===== config.mk =====
export PLATFORM = sky130hd
export DESIGN_NAME = bpi_cmd_decode
export DESIGN_NICKNAME = d
export VERILOG_FILES = /design/src/source/bpi_pkg.sv /design/src/source/bpi_cmd_decode.sv
export SDC_FILE = /design/constraint.sdc
export NUM_CORES = 1
export LEC_CHECK = 0
export ABC_CLOCK_PERIOD_IN_PS = 2200
export BUFFER_PORTS_ARGS = -buffer_cell sky130_fd_sc_hd__buf_2
export CAP_MARGIN = 10
export CORE_UTILIZATION = 30
export DETAILED_ROUTE_END_ITERATION = 12
export GPL_TIMING_DRIVEN = 0
export PLACE_DENSITY = 0.57
export SLEW_MARGIN = 20
export SYNTH_ARGS = -nofsm -noshare
export SYNTH_HDL_FRONTEND = slang
export SYNTH_SLANG_ARGS = --single-unit

===== constraint.sdc =====
create_clock -name CLK -period 2.2 [get_ports CLK]
set_input_delay 0.33 -clock CLK [delete_from_list [all_inputs] [get_ports CLK]]
set_output_delay 0.33 -clock CLK [all_outputs]
set_load 0.02 [all_outputs]

===== src/source/bpi_pkg.sv =====
package bpi_pkg;

	////////////////////
	// Word types
	////////////////////
	typedef logic [15:0] word_t;       // Command or data word
	typedef logic [22:0] prom_addr_t;  // PROM word address

	// Opcode sits in bits 4..0 of a header word
	typedef enum logic [4:0] {
		OP_NOOP         = 5'h00,
		OP_READ_1       = 5'h02,
		OP_READ_N       = 5'h04,
		OP_READ_ARRAY   = 5'h05,
		OP_READ_STATUS  = 5'h06,
		OP_CLR_STATUS   = 5'h09,
		OP_BLOCK_ERASE  = 5'h0A,
		OP_PROGRAM      = 5'h0B,
		OP_LOAD_ADDRESS = 5'h17
	} opcode_t;

	// What the PROM returns on a plain read
	typedef enum logic [1:0] {
		RD_ARRAY  = 2'd0,
		RD_STATUS = 2'd1
	} read_mode_t;

	typedef enum logic [1:0] {
		BUS_WRITE = 2'b01,
		BUS_READ  = 2'b10
	} bus_op_t;

	////////////////////
	// PROM code words
	////////////////////
	localparam word_t CODE_READ_ARRAY    = 16'h00FF;
	localparam word_t CODE_READ_STATUS   = 16'h0070;
	localparam word_t CODE_CLR_STATUS    = 16'h0050;
	localparam word_t CODE_ERASE_SETUP   = 16'h0020;
	localparam word_t CODE_CONFIRM       = 16'h00D0;
	localparam word_t CODE_PROGRAM_SETUP = 16'h0040;

	////////////////////
	// Address masks
	////////////////////
	localparam prom_addr_t BANK_MASK         = 23'h780000;
	localparam prom_addr_t BLOCK_MASK        = 23'h7F0000;  // 64K-word main blocks
	localparam prom_addr_t PARAM_BLOCK_MASK  = 23'h7FC000;  // 16K-word parameter blocks
	localparam prom_addr_t PARAM_BLOCK_START = 23'h7F0000;

	// Ready flag in the PROM status byte
	localparam int SR_READY_BIT = 7;

endpackage


===== src/source/bpi_cmd_decode.sv =====
module bpi_cmd_decode (
	input  logic CLK,
	input  logic local_rst,
	input  logic enbl,
	input  logic dsbl,
	input  bpi_pkg::word_t cmd_word,
	input  logic cmd_empty,
	output logic cmd_pop,
	output logic start,
	output logic load_addr,
	output bpi_pkg::opcode_t opcode,
	output logic [10:0] count,
	output logic [6:0] base,
	output bpi_pkg::word_t offset,
	output bpi_pkg::word_t data,
	input  logic done
);
	import bpi_pkg::*;

	typedef enum logic [1:0] {D_HEADER, D_EXTRA, D_START, D_WAIT} dec_state_t;

	dec_state_t state;
	logic parse_en;

	// Pop only while words wait and parsing is on
	assign cmd_pop = parse_en && !cmd_empty && ((state == D_HEADER) || (state == D_EXTRA));
	assign start = (state == D_START);

	always_ff @(posedge CLK or posedge local_rst)
	begin
		if (local_rst)
			parse_en <= 1'b0;
		else if (enbl)
			parse_en <= 1'b1;  // enbl beats dsbl
		else if (dsbl)
			parse_en <= 1'b0;
	end

	////////////////////
	// Command FSM
	////////////////////
	always_ff @(posedge CLK or posedge local_rst)
	begin
		if (local_rst)
		begin
			state <= D_HEADER;
			load_addr <= 1'b0;
			opcode <= OP_NOOP;
			base <= '0;
			offset <= '0;
		end
		else
		begin
			load_addr <= 1'b0;
			case (state)
				D_HEADER:
					if (cmd_pop)
					begin
						opcode <= opcode_t'(cmd_word[4:0]);
						case (opcode_t'(cmd_word[4:0]))
							OP_LOAD_ADDRESS, OP_PROGRAM: state <= D_EXTRA;
							OP_READ_1, OP_READ_N, OP_READ_ARRAY, OP_READ_STATUS,
							OP_CLR_STATUS, OP_BLOCK_ERASE: state <= D_START;
							default: state <= D_HEADER;  // NoOp or unknown, dropped
						endcase
					end
				D_EXTRA:
					if (cmd_pop)
					begin
						if (opcode == OP_LOAD_ADDRESS)
						begin
							// Address kept here, sequencer told by a pulse
							base <= count[6:0];
							offset <= cmd_word;
							load_addr <= 1'b1;
							state <= D_HEADER;
						end
						else
							state <= D_START;  // Program data captured below
					end
				D_START: state <= D_WAIT;
				D_WAIT:
					if (done)
						state <= D_HEADER;
				default: state <= D_HEADER;
			endcase
		end
	end

	// Count field and program data
	always_ff @(posedge CLK)
	begin
		if (cmd_pop && (state == D_HEADER))
			count <= cmd_word[15:5];
		if (cmd_pop && (state == D_EXTRA) && (opcode == OP_PROGRAM))
			data <= cmd_word;
	end

endmodule


Word level (Yosys, flattened, before mapping). Memories as Yosys holds them, arrays and structs flattened. Index checks and enable logic that the tools add are counted.

Register bits after elaboration: 59. ROM bits: 64. Input port bits: 22. Output and inout bits: 58. Logic and storage cells: 39. Memories: 1.

Eq/ne operators: 8. Mux-type cells: 10. Reduce and logical (&&, ||, !) cells: 12.

Memory list: (no name shown) (depth 32, bits a word 2, rd ports 1, clocked after memory_dff 0, write ports 0, RTL line bpi_cmd_decode.sv:60) `case (opcode_t'(cmd_word[4:0]))`.

Operators with widths (count): 2-bit 2-to-1 mux (4); 2-bit case mux with 4 select lines (1); 2-bit != test (second input constant) (3); 3-bit AND reduction (2); 5-bit by 4-bit == test with 1-bit output (second input constant) (1); 5-bit == test (second input constant) (1); 1-bit logical AND (5); 1-bit 2-to-1 mux (5); 2-bit == test (second input constant) (2); 2-bit by 1-bit == test with 1-bit output (second input constant) (1); 2-bit zero test (1); 2-bit AND reduction (1); 2-bit nonzero test (1); 1-bit zero test (1); 1-bit logical OR (1).

Logic depth before layout (Yosys ltp).
Word-level depth: 5. Mapped depth: 5. Mapped depth without buffers: 5.

Worst setup path after synthesis. OpenSTA, ideal clock, no wires.

Path type: flip-flop to flip-flop. Start: register state[0]. End: register opcode[0]. Library setup time: 0.125 ns. Arrival time: 1.629 ns. Data required time: 2.075 ns. Setup slack: 0.446 ns. Stages on the path, launching flop included: 4. Buffers on the path: 1. Clock period less this slack: 1.754 ns. Cells stage by stage: dfrtp_1 -> buf_2 -> nor3_2 -> mux2_2.

Longest elaborated chain between the ends: 4. Elaborated cells on any way between the ends: 5. Classes of those cells: 1 x eq/ne; 4 x reduce/logical.

Ends and longest elaborated chain: from (decl) (RTL line bpi_cmd_decode.sv:22) `dec_state_t state;`; from (signal assigned) (RTL line bpi_cmd_decode.sv:46) `state <= D_HEADER;`; from (signal assigned) (RTL line bpi_cmd_decode.sv:61) `OP_LOAD_ADDRESS, OP_PROGRAM: state <= D_EXTRA;`; from (signal assigned) (RTL line bpi_cmd_decode.sv:63) `OP_CLR_STATUS, OP_BLOCK_ERASE: state <= D_START;`; 2-bit by 1-bit == test with 1-bit output or 2-bit zero test (tied branches) (RTL line bpi_cmd_decode.sv:26, bpi_cmd_decode.sv:55); 1-bit logical OR (RTL line bpi_cmd_decode.sv:26) `assign cmd_pop = parse_en && !cmd_empty && ((state == D_HEADER) || (state == D_EXTRA));`; 1-bit logical AND (RTL line bpi_cmd_decode.sv:26); 2-bit AND reduction (no line) *; to (signal assigned) (RTL line bpi_cmd_decode.sv:59) `opcode <= opcode_t'(cmd_word[4:0]);`; to (decl) (RTL line bpi_cmd_decode.sv:11) `output bpi_pkg::opcode_t opcode,`.

Every way passes the cells marked *; elsewhere a longest branch is shown, timed or not. A chain may end at the register's enable or synchronous reset.

Final worst setup path. Same ends and word-level chain as after synthesis.

==> out/qor.csv <==
stage,metric,value,unit
run_status,status,"finished, final reports clean",
synthesis,synth unique cells,28,
placement,Setup WS pre-CTS,315,ps
setup_path,critical path class,flop to flop,
timing,count of pins over their slew limit,0,
run,max-cap violation count,0,
synthesis,syn_area_per_cell,18.2,sq um
grt,global-route wire length before repair,6.64,mm
placement,Placer Congestion,0.726,
timing,"Min Clock Period, post-route",1790,ps
clock_network,Root Buffer,clkbuf_8,
die,row count,31,
clock_network,CTS H-tree lvls,3,
grt,vias in the first global route,1290,
drt,Vias/cell,4.30,
setup_path,WP data required,2410,ps
timing,Worst-Margin Slew,840,ps
hold_path,class of the worst hold path,primary input to asynchronous set/reset pin,
finish,Nets,237,
power,maximum VDD drop,0.000398,V
synthesis,syn_nets,147,
drt,WL/cell,14.1,um
synthesis,sequential fraction of the synthesis area,71.4,%
setup_path,FF-to-FF path depth,3,
power,leak pwr,1.49,nW
clock_network,TritonCTS Sinks,59,
finish,fin cells,318,
finish,Layout area overhead,33.0,%
finish,share of post-route cells with drive strength above 1,60.3,%
timing,worst relative slew slack,43.8,%
die,Die Area,0.00788,sq mm
die,core box area,0.00725,sq mm
timing,Hold WS,108,ps
clock_network,cts repair resizes,0,
drt,ANT nets after route,0,
synthesis,Cells after Synth,124,
grt,largest net degree at the start of global routing,33,
die,Die Span Y,88.8,um
synthesis,Ys Warns,0,
timing,part of the cycle the worst path needs,81.5,%
timing,RSZ-0062 raised after global routing,no,
die,Die Wd,88.8,um
clock_network,clk buf depth,2,
clock_network,setup bufs post-CTS,0,
synthesis,mapped cell area,0.00226,sq mm
clock_network,Num CTS Buffers,9,
drt,DRC violations left,0,
grt,initial antenna violation count,0,
drt,drt first-iter violations,66,
drt,drt first pass iters,4,
finish,highest-count cells in the layout ignoring fill and taps,"buf_2 (80), dfrtp_1 (32), edfxtp_1 (27)",
timing,# setup viols final,0,
timing,Setup WS post-layout,407,ps
drt,DRT Wirelength,4.48,mm
grt,Total Routing Usage GR,11.9,%
setup_path,Startpoint Class,flop,
synthesis,Yosys reg bits,59,
clock_network,Clock Latency Late Sink,330,ps
placement,DP Cell Count,302,
placement,DP HPWL,3.15,mm
finish,"commonest non-fill, non-tap cell in the layout",buf_2,
finish,Diodes inserted,0,
finish,Fillers,694,
power,Power Density,1210,mW/mm^2
setup_path,critical path peak fanout,16,
timing,Max Fclk,558,MHz
timing,hold violation count in the final report,0,
clock_network,CTS tree,done,
drt,total number of vias,1366,
grt,total gr overflow,0,
die,# IOs,80,
clock_network,"Hold-fix buffers, CTS",0,
timing,clock skew,10.6,ps
setup_path,crit path capture type,flop,
clock_network,"Reg clk slew, reported paths",70,ps
placement,buffers added on ports,79,
setup_path,r2r setup slk,410,ps
finish,end-of-flow core utilization,41.4,%
die,effective utilization at floorplan,31.1,%
setup_path,Worst Path Arrival,2000,ps
timing,TNS Setup,0,ps
-- metal layers --
metal	part of all wire, %	track usage, %	routed length [um]
met5	0	0	0
met3	7.0	4.76	313
met1	43	14.2	1950
met2	48	18.3	2150
met4	1.7	7.04	76
-- cell families (layout without fill, tap and decap cells) --
logic type	count (synthesis)	after routing	share of synthesized area, %
flip-flops	59	59	71.4
AO/OA/AOI/OAI	9	9	2.49
multiplexers	29	29	17.6
adder cells (fa/ha/maj)	1	1	0.554
AND/OR/NAND/NOR	16	16	5.65
buffers and inverters	10	105	2.38
-- cell usage after synthesis, drive strengths merged --
master	count	share of area, %
or3	1	0.28
nand2	3	0.61
inv	7	1.2
ha	1	0.55
a21o	1	0.33
buf	3	1.2
dfrtp	32	35
nand2b	2	0.89
a21oi	1	0.22
and3	1	0.28
mux2	28	17
nor2	4	1.0
nor3	2	1.2
o21ai	2	0.44
mux2i	1	0.44
nor2b	1	0.28
a211o	1	0.39
edfxtp	27	36
nand3	1	0.78
nor4b	1	0.39
a31oi	3	0.83
o22ai	1	0.28
-- layout make-up --
type                    instances  area [sq um]  share of cell area [%]
flip-flops and latches         59          1610                    53.7
multi-input cells              55           599                    20.0
repair buffers                 79           395                    13.2
clock buffers                  11           141                    4.71
well taps                      99           124                    4.13
clock inverters                 5          77.6                    2.58
plain buffers                   3          27.5                   0.917
inverters                       7          26.3                   0.875
-- worst max-delay path, stage by stage, from the launching register on --
cell	delay, ps
dfrtp_1	350
buf_2	180
nor3_4	720
mux2_2	410
-- power breakdown --
group,internal (mW),switching (mW)
combinational,0.428,0.574
clock,0.665,0.411
sequential,1.40,0.152
-- metrics by stage --
stage	area (sq um)	total power, mW
final	3000	3.63
after floorplan	2260	2.23
after global placement	2780	2.56
after CTS	3000	3.68
after detailed placement	2780	2.59
after global routing	3000	3.81
-- flip-flops by register name (all words and copies together), names as in the netlist --
name and count:
state 2, count 11, opcode 5, base 7, offset 16, parse_en 1, data 16, load_addr 1
-- worst paths after layout --
path,from,to
min,local_rst,base[0]
min reg2reg,count[3],base[3]
max reg2reg,state[0],opcode[0]
min in group CLK,enbl,parse_en
max,state[0],opcode[0]
max in group asynchronous,local_rst,opcode[0]
No activity file was read; power rests on OpenSTA's default activity.
