`src/source/bpi_pkg.sv`:
```
package bpi_pkg;

	////////////////////
	// Word types
	////////////////////
	typedef logic [15:0] word_t;       // Command or data word
	typedef logic [22:0] prom_addr_t;  // PROM word address

	// Opcode sits in bits 4..0 of a header word
	typedef enum logic [4:0] {
		OP_NOOP         = 5'h00,
		OP_READ_1       = 5'h02,
		OP_READ_N       = 5'h04,
		OP_READ_ARRAY   = 5'h05,
		OP_READ_STATUS  = 5'h06,
		OP_CLR_STATUS   = 5'h09,
		OP_BLOCK_ERASE  = 5'h0A,
		OP_PROGRAM      = 5'h0B,
		OP_LOAD_ADDRESS = 5'h17
	} opcode_t;

	// What the PROM returns on a plain read
	typedef enum logic [1:0] {
		RD_ARRAY  = 2'd0,
		RD_STATUS = 2'd1
	} read_mode_t;

	typedef enum logic [1:0] {
		BUS_WRITE = 2'b01,
		BUS_READ  = 2'b10
	} bus_op_t;

	////////////////////
	// PROM code words
	////////////////////
	localparam word_t CODE_READ_ARRAY    = 16'h00FF;
	localparam word_t CODE_READ_STATUS   = 16'h0070;
	localparam word_t CODE_CLR_STATUS    = 16'h0050;
	localparam word_t CODE_ERASE_SETUP   = 16'h0020;
	localparam word_t CODE_CONFIRM       = 16'h00D0;
	localparam word_t CODE_PROGRAM_SETUP = 16'h0040;

	////////////////////
	// Address masks
	////////////////////
	localparam prom_addr_t BANK_MASK         = 23'h780000;
	localparam prom_addr_t BLOCK_MASK        = 23'h7F0000;  // 64K-word main blocks
	localparam prom_addr_t PARAM_BLOCK_MASK  = 23'h7FC000;  // 16K-word parameter blocks
	localparam prom_addr_t PARAM_BLOCK_START = 23'h7F0000;

	// Ready flag in the PROM status byte
	localparam int SR_READY_BIT = 7;

endpackage

```
`src/source/bpi_bus_sequencer.sv`:
```
module bpi_bus_sequencer (
	input  logic CLK,
	input  logic local_rst,
	input  logic start,
	input  logic load_addr,
	input  bpi_pkg::opcode_t opcode,
	input  logic [10:0] count,
	input  logic [6:0] base,
	input  bpi_pkg::word_t offset,
	input  bpi_pkg::word_t data,
	output logic done,
	output logic execute,
	output bpi_pkg::bus_op_t bus_op,
	output bpi_pkg::prom_addr_t bus_addr,
	output bpi_pkg::word_t bus_data_to,
	input  logic busy,
	input  logic [7:0] sr,
	output bpi_pkg::read_mode_t read_mode,
	output logic user_read
);
	import bpi_pkg::*;

	typedef enum logic [1:0] {S_IDLE, S_EXEC, S_WAIT, S_DONE} seq_state_t;
	typedef enum logic [1:0] {STEP_FIRST, STEP_SECOND, STEP_POLL} step_t;

	seq_state_t state;
	step_t step;
	word_t run_offset;
	logic [10:0] remaining;  // Read_n words still to go after this one
	prom_addr_t waddr;
	prom_addr_t bank_addr;
	prom_addr_t block_addr;
	logic is_read;
	logic two_cycle;
	logic cycle_end;

	assign waddr = {base, run_offset};
	assign bank_addr = waddr & BANK_MASK;
	assign block_addr = (waddr >= PARAM_BLOCK_START) ? (waddr & PARAM_BLOCK_MASK)
		: (waddr & BLOCK_MASK);

	assign is_read = (opcode == OP_READ_1) || (opcode == OP_READ_N);
	assign two_cycle = (opcode == OP_BLOCK_ERASE) || (opcode == OP_PROGRAM);
	assign cycle_end = (state == S_WAIT) && !busy;  // PROM dropped busy

	assign execute = (state == S_EXEC);
	assign done = (state == S_DONE);
	assign user_read = is_read && ((state == S_EXEC) || (state == S_WAIT));

	////////////////////
	// Bus cycle contents
	////////////////////
	always_comb
	begin
		bus_op = BUS_WRITE;
		bus_addr = bank_addr;
		bus_data_to = '0;
		if (step == STEP_POLL)
			bus_op = BUS_READ;  // Status read at the bank
		else
			case (opcode)
				OP_READ_1, OP_READ_N:
				begin
					bus_op = BUS_READ;
					bus_addr = waddr;
				end
				OP_READ_ARRAY: bus_data_to = CODE_READ_ARRAY;
				OP_READ_STATUS: bus_data_to = CODE_READ_STATUS;
				OP_CLR_STATUS: bus_data_to = CODE_CLR_STATUS;
				OP_BLOCK_ERASE:
				begin
					bus_addr = block_addr;
					bus_data_to = (step == STEP_SECOND) ? CODE_CONFIRM : CODE_ERASE_SETUP;
				end
				OP_PROGRAM:
				begin
					bus_addr = waddr;
					bus_data_to = (step == STEP_SECOND) ? data : CODE_PROGRAM_SETUP;
				end
				default: bus_data_to = CODE_READ_ARRAY;
			endcase
	end

	always_ff @(posedge CLK or posedge local_rst)
	begin
		if (local_rst)
		begin
			state <= S_IDLE;
			step <= STEP_FIRST;
			remaining <= '0;
			run_offset <= '0;
			read_mode <= RD_ARRAY;
		end
		else
		begin
			if (load_addr)
				run_offset <= offset;
			else if (cycle_end && is_read)
				run_offset <= run_offset + 1'b1;  // Next consecutive word

			case (state)
				S_IDLE:
					if (start)
					begin
						state <= S_EXEC;
						step <= STEP_FIRST;
						remaining <= (opcode == OP_READ_N) ? count : '0;
						case (opcode)
							OP_READ_ARRAY: read_mode <= RD_ARRAY;
							OP_READ_STATUS, OP_BLOCK_ERASE, OP_PROGRAM: read_mode <= RD_STATUS;
							default: read_mode <= read_mode;
						endcase
					end
				S_EXEC: state <= S_WAIT;
				S_WAIT:
					if (!busy)
					begin
						state <= S_DONE;
						if (is_read && (remaining != '0))
						begin
							remaining <= remaining - 1'b1;
							state <= S_EXEC;
						end
						else if (two_cycle && (step == STEP_FIRST))
						begin
							step <= STEP_SECOND;
							state <= S_EXEC;
						end
						else if (two_cycle && (step == STEP_SECOND))
						begin
							step <= STEP_POLL;
							state <= S_EXEC;
						end
						else if ((step == STEP_POLL) && !sr[SR_READY_BIT])
							state <= S_EXEC;  // Still busy inside the PROM
					end
				S_DONE: state <= S_IDLE;
				default: state <= S_IDLE;
			endcase
		end
	end

endmodule

```
`config.mk`:
```
export PLATFORM = sky130hd
export DESIGN_NAME = bpi_bus_sequencer
export DESIGN_NICKNAME = d
export VERILOG_FILES = /design/src/source/bpi_pkg.sv /design/src/source/bpi_bus_sequencer.sv
export SDC_FILE = /design/constraint.sdc
export NUM_CORES = 1
export LEC_CHECK = 0
export ABC_AREA = 1
export BUFFER_PORTS_ARGS = -buffer_cell sky130_fd_sc_hd__buf_4
export CAP_MARGIN = 15
export CORE_ASPECT_RATIO = 0.7
export CORE_MARGIN = 2
export CORE_UTILIZATION = 50
export DETAILED_ROUTE_END_ITERATION = 6
export PLACE_DENSITY = 0.86
export SETUP_SLACK_MARGIN = 0.5
export SYNTH_ARGS = -nofsm -noshare
export SYNTH_HDL_FRONTEND = slang
export SYNTH_SLANG_ARGS = --single-unit
export TNS_END_PERCENT = 30
```
`constraint.sdc`:
```
create_clock -name CLK -period 1.9 [get_ports CLK]
set_input_delay 0.285 -clock CLK [delete_from_list [all_inputs] [get_ports CLK]]
set_output_delay 0.285 -clock CLK [all_outputs]
set_load 0.05 [all_outputs]
```
# Word-level counts from Yosys, hierarchy flattened

Cells that the tools add are included.

Register bits: 33
Output and inout port bits: 46
Logic and storage cells: 80

$add $sub $neg: 2
Magnitude comparators: 1
Equal/unequal tests: 17
Muxes and demuxes: 30
Reductions and logical operators: 25

Operators by type and width:

| operator                                                   | number |
|---|---|
| 2-to-1 mux 16 bit                                          | 5 |
| one-hot mux 16 bit (5 select lines)                        | 1 |
| 2-to-1 mux 11 bit                                          | 4 |
| one-hot mux 19 bit (2 select lines)                        | 1 |
| 2-to-1 mux 2 bit                                           | 13 |
| greater-or-equal comparator 23 bit (second input constant) | 1 |
| one-hot mux 11 bit (2 select lines)                        | 1 |
| 2-to-1 mux 19 bit                                          | 1 |
| adder 16 x 1 -> 16 bit (second input constant)             | 1 |
| == test 5 x 3 -> 1 bit (second input constant)             | 3 |
| == test 5 x 4 -> 1 bit (second input constant)             | 3 |
| nonzero test 11 bit                                        | 1 |
| subtractor 11 x 1 -> 11 bit (second input constant)        | 1 |
| 2-to-1 mux 8 bit                                           | 1 |
| one-hot mux 2 bit (2 select lines)                         | 2 |
| one-hot mux 2 bit (4 select lines)                         | 1 |
| logical AND 1 bit                                          | 7 |
| == test 2 bit (second input constant)                      | 3 |
| inequality test 2 bit (second input constant)              | 3 |
| nonzero test 2 bit                                         | 3 |
| OR reduction 3 bit                                         | 2 |
| == test 5 x 2 -> 1 bit (second input constant)             | 1 |
| AND reduction 5 bit                                        | 1 |
| == test 2 x 1 -> 1 bit (second input constant)             | 2 |
| other kinds (9)                                            | 13 |

# Depth between registers and ports, before layout

Depth in word-level cells: 8
Mapped depth: 11
Gate-level depth less buffers: 10

# Worst setup path after synthesis

No wires, ideal clock.

Kind: input to output
From: input opcode[1]
To: output bus_addr[14]
Arrival time: 2,019 ps
Required time: 1,615 ps
Setup slack: -404 ps
Stages: 6
Path buffers: 0
Path through: inv_1 > nor2_1 > nand3_4 > nand2_2 > nor2_1 > nor3_1

Longest elaborated chain between the ends: 4
Elaborated cells between the ends (all ways): 7

RTL lines:

| what                                           | line                    | RTL |
|---|---|---|
| start, declared                                | bpi_bus_sequencer.sv:6  | `input bpi_pkg::opcode_t opcode,` |
| == test 5 x 2 -> 1 bit (tied with other cells) | bpi_bus_sequencer.sv:61 | `case (opcode)` |
| OR reduction 3 bit (no line)                   | n/a                     |  |
| one-hot mux 19 bit (2 select lines) (*)        | bpi_bus_sequencer.sv:61 |  |
| 2-to-1 mux 19 bit (*)                          | bpi_bus_sequencer.sv:58 | `if (step == STEP_POLL)` |
| end, declared                                  | bpi_bus_sequencer.sv:14 | `output bpi_pkg::prom_addr_t bus_addr,` |

Every way passes the cells marked *; elsewhere a longest branch is shown, timed or not.

# Final worst setup path

From: register step[1]
To: output bus_data_to[5]

Longest elaborated chain between the ends: 4
Elaborated cells between the ends (all ways): 6

RTL lines:

| what                                                  | line                                             | RTL |
|---|---|---|
| start, declared                                       | bpi_bus_sequencer.sv:27                          | `step_t step;` |
| start signal, assigned                                | bpi_bus_sequencer.sv:89                          | `step <= STEP_FIRST;` |
| start signal, assigned                                | bpi_bus_sequencer.sv:106                         | `step <= STEP_FIRST;` |
| start signal, assigned                                | bpi_bus_sequencer.sv:126                         | `step <= STEP_SECOND;` |
| == test 2 x 1 -> 1 bit                                | bpi_bus_sequencer.sv:73, bpi_bus_sequencer.sv:78 |  |
| 2-to-1 mux 16 bit or 2-to-1 mux 8 bit (tied branches) | bpi_bus_sequencer.sv:78, bpi_bus_sequencer.sv:73 |  |
| one-hot mux 16 bit (5 select lines)                   | bpi_bus_sequencer.sv:61                          |  |
| 2-to-1 mux 16 bit (*)                                 | bpi_bus_sequencer.sv:58                          |  |
| end, declared                                         | bpi_bus_sequencer.sv:15                          | `output bpi_pkg::word_t bus_data_to,` |

Marked as above.

==> flow_summary.yaml <==
outcome:
  outcome: "complete, but fails checks"
  violations_in_the_final_reports: "DRC, setup timing"
clock_tree:
  numClockSinks: 32
  cts_tree: "done"
  cts_buf_count: 5
  postCtsHoldBufs: 0
  cts_htree_levels: 2
  cts_root_buffer: "sky130_fd_sc_hd__clkbuf_8"
  clk_pin_slew_worst_paths_ns: 0.10
  max_root_sink_buffers: 2
  clkLatencyLatePin_ns: 0.32
sta:
  max_slew_violation_count: 0
  final.setup_skew_ns: 0.0227
  rsz0062_at_grt: "yes"
  maxClockFrequency_ghz: 0.476
  timing.final.crit_share_pct: 111
  hold_slack_ns: 0.0828
  setup-violations-final: 19
  hold_violations: 0
  fin_ws_ns: -0.201
  layout_min_cycle_time_ns: 2.10
critical_path:
  worst-r2r-setup-slack_ns: 0.12
  timing.critical_path.required_ns: 1.62
  path_max_fanout: 5
  cp-start-kind: "register"
  rr_startpoint: "state[1]"
  cp_data_arrival_time_ns: 1.82
  timing.reg2reg.worst_path_depth: 8
  rr_endpoint: "remaining[3]"
  timing_worst_setup_path_type: "register to primary output"
  critical_path.endpoint_type: "primary output"
floorplan:
  initial_utilization_pct: 51.9
  num_io_pins: 114
  core.rowCount: 23
  die_area_um2: 6590
  fp.dieH_um: 68.5
  core_area_um2: 5730
  die-width_um: 96.2
grt:
  grt_pass1_vias: 3337
  grt_first_pass_wirelength_um: 15900
  grt-ovfl-total: 0
  grt_util_all_layers_pct: 31.2
  maximum_number_of_pins_on_one_net_before_global_route_repair: 33
  antenna_found_initial: 0
finish:
  finished_layout_cells: 700
  syn2layout_area_growth_pct: 83.7
  final_layout_size_suffix_gt1_share_pct: 52.3
  layout.filler_cells: 138
  design.final.nets: 701
  finish.instance_area_um2: 5460
  antenna-diode-count: 0
place:
  hpwl_um: 6650
  io_buffer_count: 105
  placed_cells_incl_taps: 651
  detailedPlace.worstSlack_ns: 0.0533
  routability_driven_placement_congestion_ratio: 0.959
  placed_area_um2: 4050
logic_synthesis:
  netlist-cell-type-count: 39
  yosys-top-cells-count: "sky130_fd_sc_hd__nand2_1 (117), sky130_fd_sc_hd__nand3_1 (67), sky130_fd_sc_hd__inv_1 (63)"
  synth.avg_cell_area_um2: 6.29
  ys_warn_count: 0
  postSynthRegisterBits: 32
  syn_area_um2: 2970
  synth_top_area_cell: "sky130_fd_sc_hd__dfrtp_1"
  netlist_instances: 473
  synth.net_count: 550
  synthFlopType: "sky130_fd_sc_hd__dfrtp_1"
  synth_top_cell_area_share_pct: 26.9
  synth_seq_area_share_pct: 26.9
  synth_enable_flop_cells: 0
  asyncSetResetFlopFracSynth_pct: 100
  most_common_cell_in_the_netlist: "sky130_fd_sc_hd__nand2_1"
  synth_top_cells_by_area: "sky130_fd_sc_hd__dfrtp_1 (27%), sky130_fd_sc_hd__nand2_1 (15%), sky130_fd_sc_hd__nand3_1 (11%)"
run:
  max-cap-violations: 0
detailed_routing:
  detailedRoute.firstPassIterationCount: 7
  residual_drc: 49
  finalWirelength_um: 17400
  detail_route.iter0.violations: 854
  drtAntennaViolNets: 0
  routedWlPerCell_um: 24.9
  routed_via_density: 6.85
  route.vias.total: 4795
worst_hold_path:
  holdCritPathClass: "primary input to asynchronous set/reset pin"
pwr:
  power_density_normalized_to_cell_area_nw_per_um2: 1270
  peakVddDrop_mv: 1.03
  p_leak_nw: 2.61
==> layout by cell type, fill, tap and decap left out, drive strengths merged <==
cell	n
a21boi	2
a21o	1
a21oi	18
a22oi	2
a31oi	4
buf	158
bufinv	1
clkbuf	7
clkinv	3
clkinvlp	4
conb	1
dfrtp	32
ha	9
inv	62
nand2	127
nand3	70
nand3b	3
nand4	12
nor2	66
nor3	6
nor4	1
o211ai	2
o21a	1
o21ai	21
o21bai	2
o31ai	1
or2	6
xor2	3
==> cells by family after synthesis <==
logic type | synth area share (%)
xor+xnor | 0.884
compound gates | 10.8
other cells | 0.126
fa+ha+maj | 3.79
buf+inv | 12.7
flops | 26.9
simple gates | 44.7
==> per-layer routing <==
metal	wire length [um]	global-route usage, %	part of all wire [%]
met2	7320	52.9	42
met3	2900	4.89	17
met4	1640	10.9	9.4
met1	5410	41.0	31
met5	143	0	0.82
==> repair_timing <==
item / CTS / global route
gates cloned: 2 / 3
endpoints found under the setup margin: 70 / 72
setup buffers: 16 / 20
pin swaps: 13 / 50
gates resized for setup: 78 / 168
==> how the worst max path moves through the flow <==
stage / start / to / slack, ns / cells past startpoint
6_report: step[1] / bus_data_to[5] / -0.20 / 9
5_1_grt: step[1] / bus_data_to[5] / -0.28 / 9
3_5_place_dp: opcode[1] / bus_data_to[6] / 0.05 / 8
4_1_cts: state[0] / remaining[8] / 0.05 / 8
3_3_place_gp: opcode[1] / bus_data_to[4] / 0.1 / 8
2_1_floorplan: opcode[1] / bus_addr[14] / 0.19 / 8
==> area by class of cell <==
type / count / area [um^2] / area share (%)
multi-input cells: 358 / 2560 / 46.8
well taps: 75 / 93.8 / 1.72
flip-flops and latches: 32 / 808 / 14.8
repair buffers: 158 / 1560 / 28.6
inverters: 68 / 300 / 5.50
clock inverters: 1 / 30.0 / 0.550
clock buffers: 7 / 96.3 / 1.76
repair inverters: 1 / 16.3 / 0.298
==> registers in the layout (all words and copies together), names as in the netlist <==
| register | cells |
|---|---|
| run_offset | 16 |
| state | 2 |
| read_mode | 1 |
| remaining | 11 |
| step | 2 |
==> critical path: stages (launching register included) <==
cell	delay (ns)
sky130_fd_sc_hd__dfrtp_1	0.42
sky130_fd_sc_hd__inv_2	0.12
sky130_fd_sc_hd__nand2_4	0.09
sky130_fd_sc_hd__nor2_4	0.22
sky130_fd_sc_hd__buf_4	0.15
sky130_fd_sc_hd__nand2_2	0.05
sky130_fd_sc_hd__nand3_1	0.07
sky130_fd_sc_hd__nor2_1	0.08
sky130_fd_sc_hd__nor2_4	0.11
sky130_fd_sc_hd__buf_6	0.16
==> per-stage QoR <==
| step | setup TNS, ns | total power, W | utilization (%) |
|---|---|---|---|
| 2_1_floorplan | 0 | 0.00323 | - |
| 3_3_place_gp | 0 | 0.00388 | 70.7 |
| 3_5_place_dp | 0 | 0.00395 | 70.7 |
| 4_1_cts | 0 | 0.00512 | 81.6 |
| 5_1_grt | -2.34 | 0.00712 | 95.3 |
| 6_report | -1.40 | 0.00691 | 95.3 |
==> report_power, final <==
part	internal, W	switching (W)
combinational	0.00186	0.00313
sequential	0.000857	0.000274
clock	0.000464	0.000324
total	0.00318	0.00373
No activity file was read; power rests on OpenSTA's default activity.
